**src/gat_pkg.sv**
```systemverilog
// Sizes, widths and packed structs of the sparse WH datapath
package gat_pkg;

  // ====================================================================
  // Sizes
  // ====================================================================
  // H columns, also W rows
  localparam int NUM_FEATURE_IN  = 16;
  // W columns, one processing element each
  localparam int NUM_FEATURE_OUT = 4;

  // ====================================================================
  // Widths
  // ====================================================================
  localparam int DATA_WIDTH      = 8;
  localparam int COL_IDX_WIDTH   = $clog2(NUM_FEATURE_IN);
  localparam int FEAT_IDX_WIDTH  = $clog2(NUM_FEATURE_OUT);
  // Flat weight address is row * NUM_FEATURE_OUT + column
  localparam int WEIGHT_ADDR_W   = $clog2(NUM_FEATURE_IN * NUM_FEATURE_OUT);
  // 16 products of -128 * -128 still fit
  localparam int WH_DATA_WIDTH   = 20;
  localparam int NODE_IDX_WIDTH  = 8;

  // Result queue
  localparam int RES_QUEUE_DEPTH = 2;
  localparam int RES_PTR_WIDTH   = $clog2(RES_QUEUE_DEPTH);
  localparam int RES_CNT_WIDTH   = $clog2(RES_QUEUE_DEPTH + 1);

  // ====================================================================
  // Packed structs
  // ====================================================================
  // One sparse entry of an H row
  typedef struct packed {
    logic [DATA_WIDTH-1:0]    val;
    logic [COL_IDX_WIDTH-1:0] col;
    logic                     last;
  } h_entry_t;

  // Entry value plus its W row, sent to every element
  typedef struct packed {
    logic                                       vld;
    logic [DATA_WIDTH-1:0]                      val;
    logic                                       last;
    logic [NUM_FEATURE_OUT-1:0][DATA_WIDTH-1:0] wgt;
  } pe_bcast_t;

  // One output row of WH, tagged with its node
  typedef struct packed {
    logic [NODE_IDX_WIDTH-1:0]                     node_idx;
    logic [NUM_FEATURE_OUT-1:0][WH_DATA_WIDTH-1:0] feat;
  } wh_result_t;

endpackage

```
**src/wgt_scheduler.sv**
```systemverilog
// Weight memory, entry handshake and entry broadcast to the elements
`timescale 1ns/1ps

module wgt_scheduler
  import gat_pkg::*;
(
  input  logic                     clk,
  input  logic                     rst_n,

  // Weight write port
  input  logic                     wgt_we_i,
  input  logic [WEIGHT_ADDR_W-1:0] wgt_addr_i,
  input  logic [DATA_WIDTH-1:0]    wgt_din_i,

  // Sparse entry stream
  input  logic                     in_vld_i,
  input  h_entry_t                 in_data_i,
  output logic                     in_rdy_o,

  // Room for another row in the result queue
  input  logic                     row_credit_i,

  output pe_bcast_t                bcast_o
);

  // ====================================================================
  // W memory, one full row of weights per H column
  // ====================================================================
  logic [NUM_FEATURE_OUT-1:0][DATA_WIDTH-1:0] wgt_mem [NUM_FEATURE_IN];

  logic [COL_IDX_WIDTH-1:0]  wr_row;
  logic [FEAT_IDX_WIDTH-1:0] wr_col;

  assign wr_row = wgt_addr_i[WEIGHT_ADDR_W-1:FEAT_IDX_WIDTH];
  assign wr_col = wgt_addr_i[FEAT_IDX_WIDTH-1:0];

  always_ff @(posedge clk) begin
    if (wgt_we_i) begin
      wgt_mem[wr_row][wr_col] <= wgt_din_i;
    end
  end

  // ====================================================================
  // Entry handshake
  // ====================================================================
  logic accept;

  // Only a row end needs a slot in the result queue
  assign in_rdy_o = !in_data_i.last || row_credit_i;
  assign accept   = in_vld_i && in_rdy_o;

  // ====================================================================
  // Broadcast register
  // ====================================================================
  logic                                       bcast_vld_q;
  logic                                       bcast_last_q;
  logic [DATA_WIDTH-1:0]                      bcast_val_q;
  logic [NUM_FEATURE_OUT-1:0][DATA_WIDTH-1:0] bcast_wgt_q;

  always_ff @(posedge clk or negedge rst_n) begin
    if (!rst_n) begin
      bcast_vld_q  <= 1'b0;
      bcast_last_q <= 1'b0;
    end else begin
      bcast_vld_q  <= accept;
      bcast_last_q <= accept && in_data_i.last;
    end
  end

  // Value and W row are registered together with the valid
  always_ff @(posedge clk) begin
    if (accept) begin
      bcast_val_q <= in_data_i.val;
      bcast_wgt_q <= wgt_mem[in_data_i.col];
    end
  end

  always_comb begin
    bcast_o.vld  = bcast_vld_q;
    bcast_o.val  = bcast_val_q;
    bcast_o.last = bcast_last_q;
    bcast_o.wgt  = bcast_wgt_q;
  end

endmodule

```
**src/wh_pe.sv**
```systemverilog
// Multiply-accumulate element for one output feature of WH
`timescale 1ns/1ps

module wh_pe
  import gat_pkg::*;
(
  input  logic                            clk,
  input  logic                            rst_n,

  input  pe_bcast_t                       bcast_i,
  input  logic signed [DATA_WIDTH-1:0]    wgt_i,

  output logic signed [WH_DATA_WIDTH-1:0] sum_o
);

  logic signed [2*DATA_WIDTH-1:0]    prod;
  logic signed [WH_DATA_WIDTH-1:0]   prod_ext;
  logic signed [WH_DATA_WIDTH-1:0]   acc_next;
  logic signed [WH_DATA_WIDTH-1:0]   acc_q;
  logic signed [WH_DATA_WIDTH-1:0]   sum_q;

  // ====================================================================
  // Product and running sum
  // ====================================================================
  assign prod     = $signed(bcast_i.val) * wgt_i;
  assign prod_ext = WH_DATA_WIDTH'(prod);
  assign acc_next = acc_q + prod_ext;

  // Row end moves the total out and restarts from zero
  always_ff @(posedge clk or negedge rst_n) begin
    if (!rst_n) begin
      acc_q <= '0;
      sum_q <= '0;
    end else if (bcast_i.vld) begin
      if (bcast_i.last) begin
        sum_q <= acc_next;
        acc_q <= '0;
      end else begin
        acc_q <= acc_next;
      end
    end
  end

  assign sum_o = sum_q;

endmodule

```
**src/wh_collector.sv**
```systemverilog
// Row-end capture of element sums into a two-deep result queue
`timescale 1ns/1ps

module wh_collector
  import gat_pkg::*;
(
  input  logic                                          clk,
  input  logic                                          rst_n,

  input  pe_bcast_t                                     bcast_i,
  input  logic [NUM_FEATURE_OUT-1:0][WH_DATA_WIDTH-1:0] sums_i,

  output logic                                          row_credit_o,

  // Result stream
  output logic                                          res_vld_o,
  output wh_result_t                                    res_data_o,
  input  logic                                          res_rdy_i
);

  logic                      push_q;
  logic                      pop;
  logic [NODE_IDX_WIDTH-1:0] node_idx_q;
  logic [RES_PTR_WIDTH-1:0]  wr_ptr_q;
  logic [RES_PTR_WIDTH-1:0]  rd_ptr_q;
  logic [RES_CNT_WIDTH-1:0]  count_q;
  logic [RES_CNT_WIDTH:0]    rows_held;

  wh_result_t queue_mem [RES_QUEUE_DEPTH];

  // ====================================================================
  // Row end tracking
  // ====================================================================
  // Sums are final one cycle after the last broadcast
  always_ff @(posedge clk or negedge rst_n) begin
    if (!rst_n) begin
      push_q <= 1'b0;
    end else begin
      push_q <= bcast_i.vld && bcast_i.last;
    end
  end

  // Stored rows plus rows still on their way in
  assign rows_held = count_q + (bcast_i.vld && bcast_i.last) + push_q;
  assign row_credit_o = rows_held < RES_QUEUE_DEPTH;

  // ====================================================================
  // Result queue
  // ====================================================================
  assign pop = res_vld_o && res_rdy_i;

  always_ff @(posedge clk) begin
    if (push_q) begin
      queue_mem[wr_ptr_q].node_idx <= node_idx_q;
      queue_mem[wr_ptr_q].feat     <= sums_i;
    end
  end

  always_ff @(posedge clk or negedge rst_n) begin
    if (!rst_n) begin
      wr_ptr_q   <= '0;
      rd_ptr_q   <= '0;
      count_q    <= '0;
      node_idx_q <= '0;
    end else begin
      if (push_q) begin
        wr_ptr_q   <= wr_ptr_q + 1'b1;
        node_idx_q <= node_idx_q + 1'b1;
      end
      if (pop) begin
        rd_ptr_q <= rd_ptr_q + 1'b1;
      end
      // push and pop in one cycle leave the count unchanged
      if (push_q && !pop) begin
        count_q <= count_q + 1'b1;
      end else if (pop && !push_q) begin
        count_q <= count_q - 1'b1;
      end
    end
  end

  assign res_vld_o  = count_q != '0;
  assign res_data_o = queue_mem[rd_ptr_q];

endmodule

```
**src/gat_wh_top.sv**
```systemverilog
// Top level of the WH stage with scheduler, element bank and collector
`timescale 1ns/1ps

module gat_wh_top
  import gat_pkg::*;
(
  input  logic                     clk,
  input  logic                     rst_n,

  // Weight write port
  input  logic                     wgt_we_i,
  input  logic [WEIGHT_ADDR_W-1:0] wgt_addr_i,
  input  logic [DATA_WIDTH-1:0]    wgt_din_i,

  // Sparse entry stream
  input  logic                     in_vld_i,
  input  h_entry_t                 in_data_i,
  output logic                     in_rdy_o,

  // Result stream
  output logic                     res_vld_o,
  output wh_result_t               res_data_o,
  input  logic                     res_rdy_i
);

  pe_bcast_t                                     bcast;
  logic                                          row_credit;
  logic [NUM_FEATURE_OUT-1:0][WH_DATA_WIDTH-1:0] pe_sum;

  // ====================================================================
  // Scheduler
  // ====================================================================
  wgt_scheduler u_scheduler (
    .clk          (clk),
    .rst_n        (rst_n),
    .wgt_we_i     (wgt_we_i),
    .wgt_addr_i   (wgt_addr_i),
    .wgt_din_i    (wgt_din_i),
    .in_vld_i     (in_vld_i),
    .in_data_i    (in_data_i),
    .in_rdy_o     (in_rdy_o),
    .row_credit_i (row_credit),
    .bcast_o      (bcast)
  );

  // ====================================================================
  // Element bank, one per output feature
  // ====================================================================
  for (genvar i = 0; i < NUM_FEATURE_OUT; i++) begin : g_pe
    wh_pe u_pe (
      .clk     (clk),
      .rst_n   (rst_n),
      .bcast_i (bcast),
      .wgt_i   (bcast.wgt[i]),
      .sum_o   (pe_sum[i])
    );
  end

  // ====================================================================
  // Collector
  // ====================================================================
  wh_collector u_collector (
    .clk          (clk),
    .rst_n        (rst_n),
    .bcast_i      (bcast),
    .sums_i       (pe_sum),
    .row_credit_o (row_credit),
    .res_vld_o    (res_vld_o),
    .res_data_o   (res_data_o),
    .res_rdy_i    (res_rdy_i)
  );

endmodule

```
**config.mk**
```make
export PLATFORM = sky130hd
export DESIGN_NAME = gat_wh_top
export DESIGN_NICKNAME = d
export VERILOG_FILES = /design/src/gat_pkg.sv /design/src/wgt_scheduler.sv /design/src/wh_pe.sv /design/src/wh_collector.sv /design/src/gat_wh_top.sv
export SDC_FILE = /design/constraint.sdc
export NUM_CORES = 2
export LEC_CHECK = 0
export BUFFER_PORTS_ARGS = -buffer_cell sky130_fd_sc_hd__buf_2
export CAP_MARGIN = 20
export CORE_MARGIN = 10
export CORE_UTILIZATION = 50
export CTS_CLUSTER_DIAMETER = 30
export DETAILED_ROUTE_END_ITERATION = 12
export PLACE_DENSITY = 0.67
export SYNTH_ARGS = -nofsm -noshare
export SYNTH_HDL_FRONTEND = slang
export SYNTH_SLANG_ARGS = --single-unit
```
**constraint.sdc**
```tcl
create_clock -name clk -period 7.4 [get_ports clk]
set_clock_uncertainty 0.1 [all_clocks]
set_input_delay 1.48 -clock clk [delete_from_list [all_inputs] [get_ports clk]]
set_output_delay 1.48 -clock clk [all_outputs]
set_load 0.01 [all_outputs]
```
# [After elaboration in Yosys (flattened, before gate mapping)]
# Memory sizes are Yosys's and may differ from the RTL's. A register that Yosys moved wholly into a read port is not among the register bits.
# Index checks and enable logic that the tools add are counted.
[op_classes] addsub=11 multipliers=4 n_lt_le_gt_ge=3 muxes=12 n_reduce_logical=14
[ops] operator="adder 20 x 16 -> 20 bit" n=4
[ops] operator="two-way mux 20 bit" n=4
[ops] operator="multiplier 8 x 8 -> 16 bit" n=4
[ops] operator="two-way mux 32 bit" n=1
[ops] operator="demux 8 bit (select 2 bit)" n=1
[ops] operator="adder 8 x 1 -> 8 bit, second input constant" n=1
[ops] operator="two-way mux 8 bit" n=1
[ops] operator="logical AND 1 bit" n=7
[ops] operator="two-way mux 2 bit" n=2
[ops] operator="nonzero test 2 bit" n=2
[ops] operator="adder 2 x 1 -> 3 bit" n=1
[ops] operator="adder 3 x 1 -> 3 bit" n=1
[ops] operator="zero test 1 bit" n=3
[ops] operator="< comparator 2 x 3 -> 1 bit, second input constant" n=1
[ops] operator="< comparator 3 x 2 -> 1 bit, second input constant" n=1
[ops] operator="two-way mux 1 bit" n=3
[ops] operator="adder 1 bit, second input constant" n=2
[ops] operator="adder 2 x 1 -> 2 bit, second input constant" n=1
[ops] operator="greater-or-equal comparator 2 x 1 -> 1 bit, second input constant" n=1
[ops] operator="AND reduction 2 bit" n=1
[ops] operator="subtractor 2 x 1 -> 2 bit, second input constant" n=1
[ops] operator="logical OR 1 bit" n=1
[totals] ff_bits=183 ramBits=688 word_cells=62 memories=2
[mem_list] memory="u_scheduler.wgt_mem" depth=16 word_bits=32 rd=1 rd_clocked_by_memory_dff=1 write_ports=1 line_no="wgt_scheduler.sv:29" text="logic [NUM_FEATURE_OUT-1:0][DATA_WIDTH-1:0] wgt_mem [NUM_FEATURE_IN];"
[mem_list] memory="u_collector.queue_mem" depth=2 word_bits=88 rd=1 rd_clocked_by_memory_dff=0 write_ports=1 line_no="wh_collector.sv:29" text="wh_result_t queue_mem [RES_QUEUE_DEPTH];"

# [Depth between registers and ports, before layout]
[logic_depth] depth_word=7 ltp_mapped=21 mapped_depth_nobuf=20

# [By module]
# From an unflattened synthesis, not the netlist that was laid out.
[hier_totals] cells_unflattened=3245 area_unflattened_um2=47857.1
[modules_own_cells] mod="wgt_scheduler" instances=1 cells_per_inst=925 area_each_um2=20761.2 seq_area_each_um2=16625.9
[modules_own_cells] mod="wh_pe at g_pe[2].u_pe ..." instances=2 cells_per_inst=503 area_each_um2=5038.6 seq_area_each_um2=1001.0
[modules_own_cells] mod="wh_collector" instances=1 cells_per_inst=320 area_each_um2=6952.9 seq_area_each_um2=5610.4
[modules_own_cells] mod="wh_pe at g_pe[1].u_pe" instances=1 cells_per_inst=503 area_each_um2=5041.1 seq_area_each_um2=1001.0
[modules_own_cells] mod="wh_pe at g_pe[0].u_pe" instances=1 cells_per_inst=491 area_each_um2=5024.8 seq_area_each_um2=1001.0

# [Worst setup path before layout]
# OpenSTA, ideal clock, no wires.
[synth_timing] path_kind="register to register" from="register u_scheduler.bcast_val_q[7]" to="register g_pe[3].u_pe.acc_q[19]" setup_ns=0.095 t_arrival_ns=5.505 t_required_ns=7.205 setup_slack_ns=1.700 stages_incl_launch_ff=18 period_less_slack_ns=5.700 cell_sequence="edfxtp_1 clkbuf_1 and2_1 inv_1 fa_1 inv_1 fa_1 fa_1 fa_1 fa_1 ha_1 a21o_1 a21o_1 or2_1 o31a_1 a211o_2 xnor2_1 o31ai_1"
[synth_between] elab_chain_len=3
[synth_lines] item="from (decl)" line_no="wgt_scheduler.sv:57" text="logic [DATA_WIDTH-1:0] bcast_val_q;"
[synth_lines] item="from (signal assigned)" line_no="wgt_scheduler.sv:73" text="bcast_val_q <= in_data_i.val;"
[synth_lines] item="multiplier 8 x 8 -> 16 bit" line_no="wh_pe.sv:25" text="assign prod = $signed(bcast_i.val) * wgt_i;"
[synth_lines] item="adder 20 x 16 -> 20 bit" line_no="wh_pe.sv:27" text="assign acc_next = acc_q + prod_ext;"
[synth_lines] item="two-way mux 20 bit" line_no="wh_pe.sv:35" text="if (bcast_i.last) begin"
[synth_lines] item="to (signal assigned)" line_no="wh_pe.sv:39" text="acc_q <= acc_next;"
[synth_lines] item="to (decl)" line_no="wh_pe.sv:19" text="logic signed [WH_DATA_WIDTH-1:0] acc_q;"
# No other way between the ends.
# A chain may end at the register's enable or synchronous reset.

# [Worst setup path in the final report]
[layout_timing] from="register u_scheduler.bcast_val_q[7]" to="register g_pe[1].u_pe.sum_q[18]"
[layout_between] elab_chain_len=2
[layout_lines] item="multiplier 8 x 8 -> 16 bit" line_no="wh_pe.sv:25"
[layout_lines] item="adder 20 x 16 -> 20 bit" line_no="wh_pe.sv:27"
[layout_lines] item="to (signal assigned)" line_no="wh_pe.sv:36" text="sum_q <= acc_next;"
[layout_lines] item="to (decl)" line_no="wh_pe.sv:20" text="logic signed [WH_DATA_WIDTH-1:0] sum_q;"
# No other way between the ends.

==> metrics.yaml <==
r2r-end: "g_pe[1].u_pe.sum_o[18]$_DFFE_PN0P_"
syn_inst: 3114
fin_util: 0.5882
fin_crit_sh: 0.8261
die_x_um: 328.6
area_growth_pct: 17.02
clock-sinks: 903
async_flop_share: 0.1938
cp.required_ns: 7.90
syn_area_per_cell_um2: 15.29
status: "finished clean"
synth_fp_nets: 3685
synth_ff_type: "edfxtp_1"
grt_use_total: 0.1936
post_cts_buffers: 0
worst-setup-path-type: "flip-flop to flip-flop"
drive_above_1_share: 0.2134
dp_hpwl_um: 67580
ant_nets: 0
setup_viol_count_final: 0
worstMarginPinSlew_ns: 1.082
cts.path.max_buffers: 3
core-area_um2: 94730
cts_tree: "built"
cts_resized: 0
synth-edff-count: 728
fmax_mhz: 163.6
synth_area_um2: 47610
vias_per_cell: 5.431
cts_buffers: 167
reg2reg_slack_ns: 1.29
grt_max_degree: 78
max-slew-margin-rel: 0.2786
ys_seq_area_frac: 0.5511
post-route-drc-count: 0
grt_overflow: 0
period_needed_ns: 6.113
h-tree-depth: 4
hp-class: "flip-flop to flip-flop"
io_pins: 122
rows: 113
cts.clk_slew.worst_paths_ns: 0.05
slew_violations: 0
critPathCaptureType: "flip-flop"
root_buffer: "clkbuf_16"
yosysWarningCount: 0
holdPathEnd: "u_collector.queue_mem[1][4]$_DFFE_PP_"
drt_iter0_drc: 1921
first_pass_iters: 5
yosys_register_bits: 903
routedWlPerCell_um: 21.36
fillCellCount: 7242
rr_worst_depth: 18
die_h_um: 328.6
via_count: 25739
final_cells: 4739
cp_max_fo: 17
place_inst: 4419
worstSetupStartpointType: "flip-flop"
io_buffer_count: 121
clock_latency_ns: 0.78
netlist-cell-type-count: 52
hold_violations: 0
grt_pass1_vias: 28565
grt_pass1_wl_um: 162300
whs_path_depth: 0
r2r-start: "u_scheduler.bcast_val_q[7]$_DFFE_PP_"
wl_um: 101200
min_from: "g_pe[0].u_pe.sum_o[4]$_DFFE_PN0P_"
antenna_found_initial: 16
final_nets: 3900
rsz0062_at_grt: "no"
gp_congestion: 0.8278
die_area_um2: 108000
critPathArrivalTime_ns: 6.61
cap_violations: 0
start_util: 0.5026
cts-hold-fix-buffers: 0
fin_tns_setup_ns: 0
-- worst max-delay path, stage by stage, from the launching register on --
cell and delay [ns]:
edfxtp_1 0.69, buf_4 0.33, and2_1 0.15, buf_4 0.25, inv_1 0.09, fa_1 0.48, inv_1 0.05, fa_1 0.48
fa_1 0.56, fa_1 0.43, fa_1 0.45, ha_1 0.36, o211ai_1 0.19, a21oi_1 0.06, a211oi_1 0.43, o21ai_0 0.27
a31oi_1 0.27, xor2_1 0.20, o21ai_0 0.10
-- cells in the mapped netlist, types with 3 or more instances --
cell,instances,area share
nand3_1,26,0.0027
mux4_2,160,0.076
a211o_2,3,0.00063
buf_1,6,0.00047
edfxtp_1,728,0.46
and2_1,138,0.018
a31oi_1,6,0.00079
o31a_1,3,0.00055
ha_1,187,0.049
a32oi_1,3,0.00055
o221ai_1,3,0.00055
a41oi_2,3,0.0010
nor2b_1,23,0.0030
o31ai_1,7,0.0011
buf_2,13,0.0014
a311oi_1,3,0.00055
or2_1,3,0.00039
a21oi_1,43,0.0045
a21o_1,26,0.0041
o21a_1,6,0.00095
nand2b_1,13,0.0017
nor2_1,112,0.0088
o21ai_0,87,0.0091
o211ai_1,7,0.0011
o2bb2ai_1,40,0.0074
xor2_1,34,0.0063
nand2_1,189,0.015
nand4_1,8,0.0011
a31o_2,11,0.0020
mux2_2,115,0.027
xnor2_1,66,0.012
o22ai_1,5,0.00066
clkinv_1,3,0.00024
o21bai_1,4,0.00063
or3_1,4,0.00053
dfrtp_1,175,0.092
inv_1,389,0.031
fa_1,352,0.15
clkbuf_1,92,0.0073
-- layout by cell type, fill, tap and decap left out, drive strengths merged, types with 23 or more instances in the layout --
cell and count:
nor2 112, mux2 115, fa 352, inv 413, xor2 34, mux4 160
edfxtp 728, bufinv 23, nand3 26, buf 156, a21o 27, o21ai 87
ha 187, xnor2 66, a21oi 43, nand2 189, nor2b 23, and2 138
clkbuf 194, o2bb2ai 40, clkinv 60, dfrtp 175
-- through the flow --
step / area, um2 / setup WS, ns / hold WS [ns]
after floorplan: 47610 / 1.700 / 0.3366
after global placement: 49630 / 1.421 / 0.3475
after detailed placement: 49650 / 1.297 / 0.3542
after CTS: 55600 / 1.271 / 0.3658
after global routing: 55710 / 0.8755 / 0.3745
final: 55720 / 1.287 / 0.3631
-- area by class of cell --
class                   count  area, um2  share of cell area
flip-flops and latches    903      26250              0.4710
multi-input cells        1705      19470              0.3494
clock buffers             192       4323             0.07759
clock inverters           121       1624             0.02915
well taps                1265       1583             0.02841
inverters                 394       1479             0.02654
repair buffers            158      993.5             0.01783
diodes                      1      2.502          0.00004491
-- sequential cells by signal, summed over array words and instances, names as in the netlist --
| name | flops |
|---|---|
| u_collector.count_q | 2 |
| u_collector.push_q | 1 |
| u_scheduler.wgt_mem | 512 |
| u_scheduler.bcast_o | 32 |
| u_collector.rd_ptr_q | 1 |
| u_collector.queue_mem | 176 |
| g_pe.u_pe.acc_q | 80 |
| g_pe.u_pe.sum_o | 80 |
| u_scheduler.bcast_val_q | 8 |
| u_scheduler.bcast_vld_q | 1 |
| u_collector.wr_ptr_q | 1 |
| u_collector.node_idx_q | 8 |
| u_scheduler.bcast_last_q | 1 |
-- worst max path at each step --
stage / to / cells past startpoint / start / slack, ns
5_1_grt: g_pe[1].u_pe.sum_o[18]$_DFFE_PN0P_ / 17 / u_scheduler.bcast_val_q[7]$_DFFE_PP_ / 0.88
6_report: g_pe[1].u_pe.sum_o[18]$_DFFE_PN0P_ / 18 / u_scheduler.bcast_val_q[7]$_DFFE_PP_ / 1.29
3_3_place_gp: g_pe[0].u_pe.sum_o[19]$_DFFE_PN0P_ / 15 / u_scheduler.bcast_val_q[4]$_DFFE_PP_ / 1.42
2_1_floorplan: g_pe[3].u_pe.acc_q[19]$_DFFE_PN0P_ / 17 / u_scheduler.bcast_val_q[7]$_DFFE_PP_ / 1.70
4_1_cts: g_pe[1].u_pe.sum_o[18]$_DFFE_PN0P_ / 17 / u_scheduler.bcast_val_q[7]$_DFFE_PP_ / 1.27
3_5_place_dp: g_pe[2].u_pe.acc_q[19]$_DFFE_PN0P_ / 18 / u_scheduler.bcast_val_q[7]$_DFFE_PP_ / 1.30
-- per-layer routing --
metal  part of all wire  routed length, um  up-vias  track usage
met4              0.023               2349       22      0.06485
met5             0.0015                150        -            0
met1               0.42              42700    13287       0.2571
met2               0.48              48610      782       0.3098
li1                   -                  -    11439            -
met3              0.073               7431      209      0.04945
-- logic make-up (layout without fill, tap and decap cells) --
logic type	count (synthesis)	after routing	share of synthesized area
DFF	903	903	0.5511
adders and majority gates	539	539	0.1971
and+or+nand+nor	525	525	0.05277
buffers and inverters	506	865	0.04039
muxes	275	275	0.1029
AOI/OAI and AO/OA	266	266	0.03729
xor gates and xnor gates	100	100	0.01840
other	0	1	0
Power is left out: the tool's default activity adds up to more than one toggle a clock period on the data nets, which glitch-free logic cannot reach.
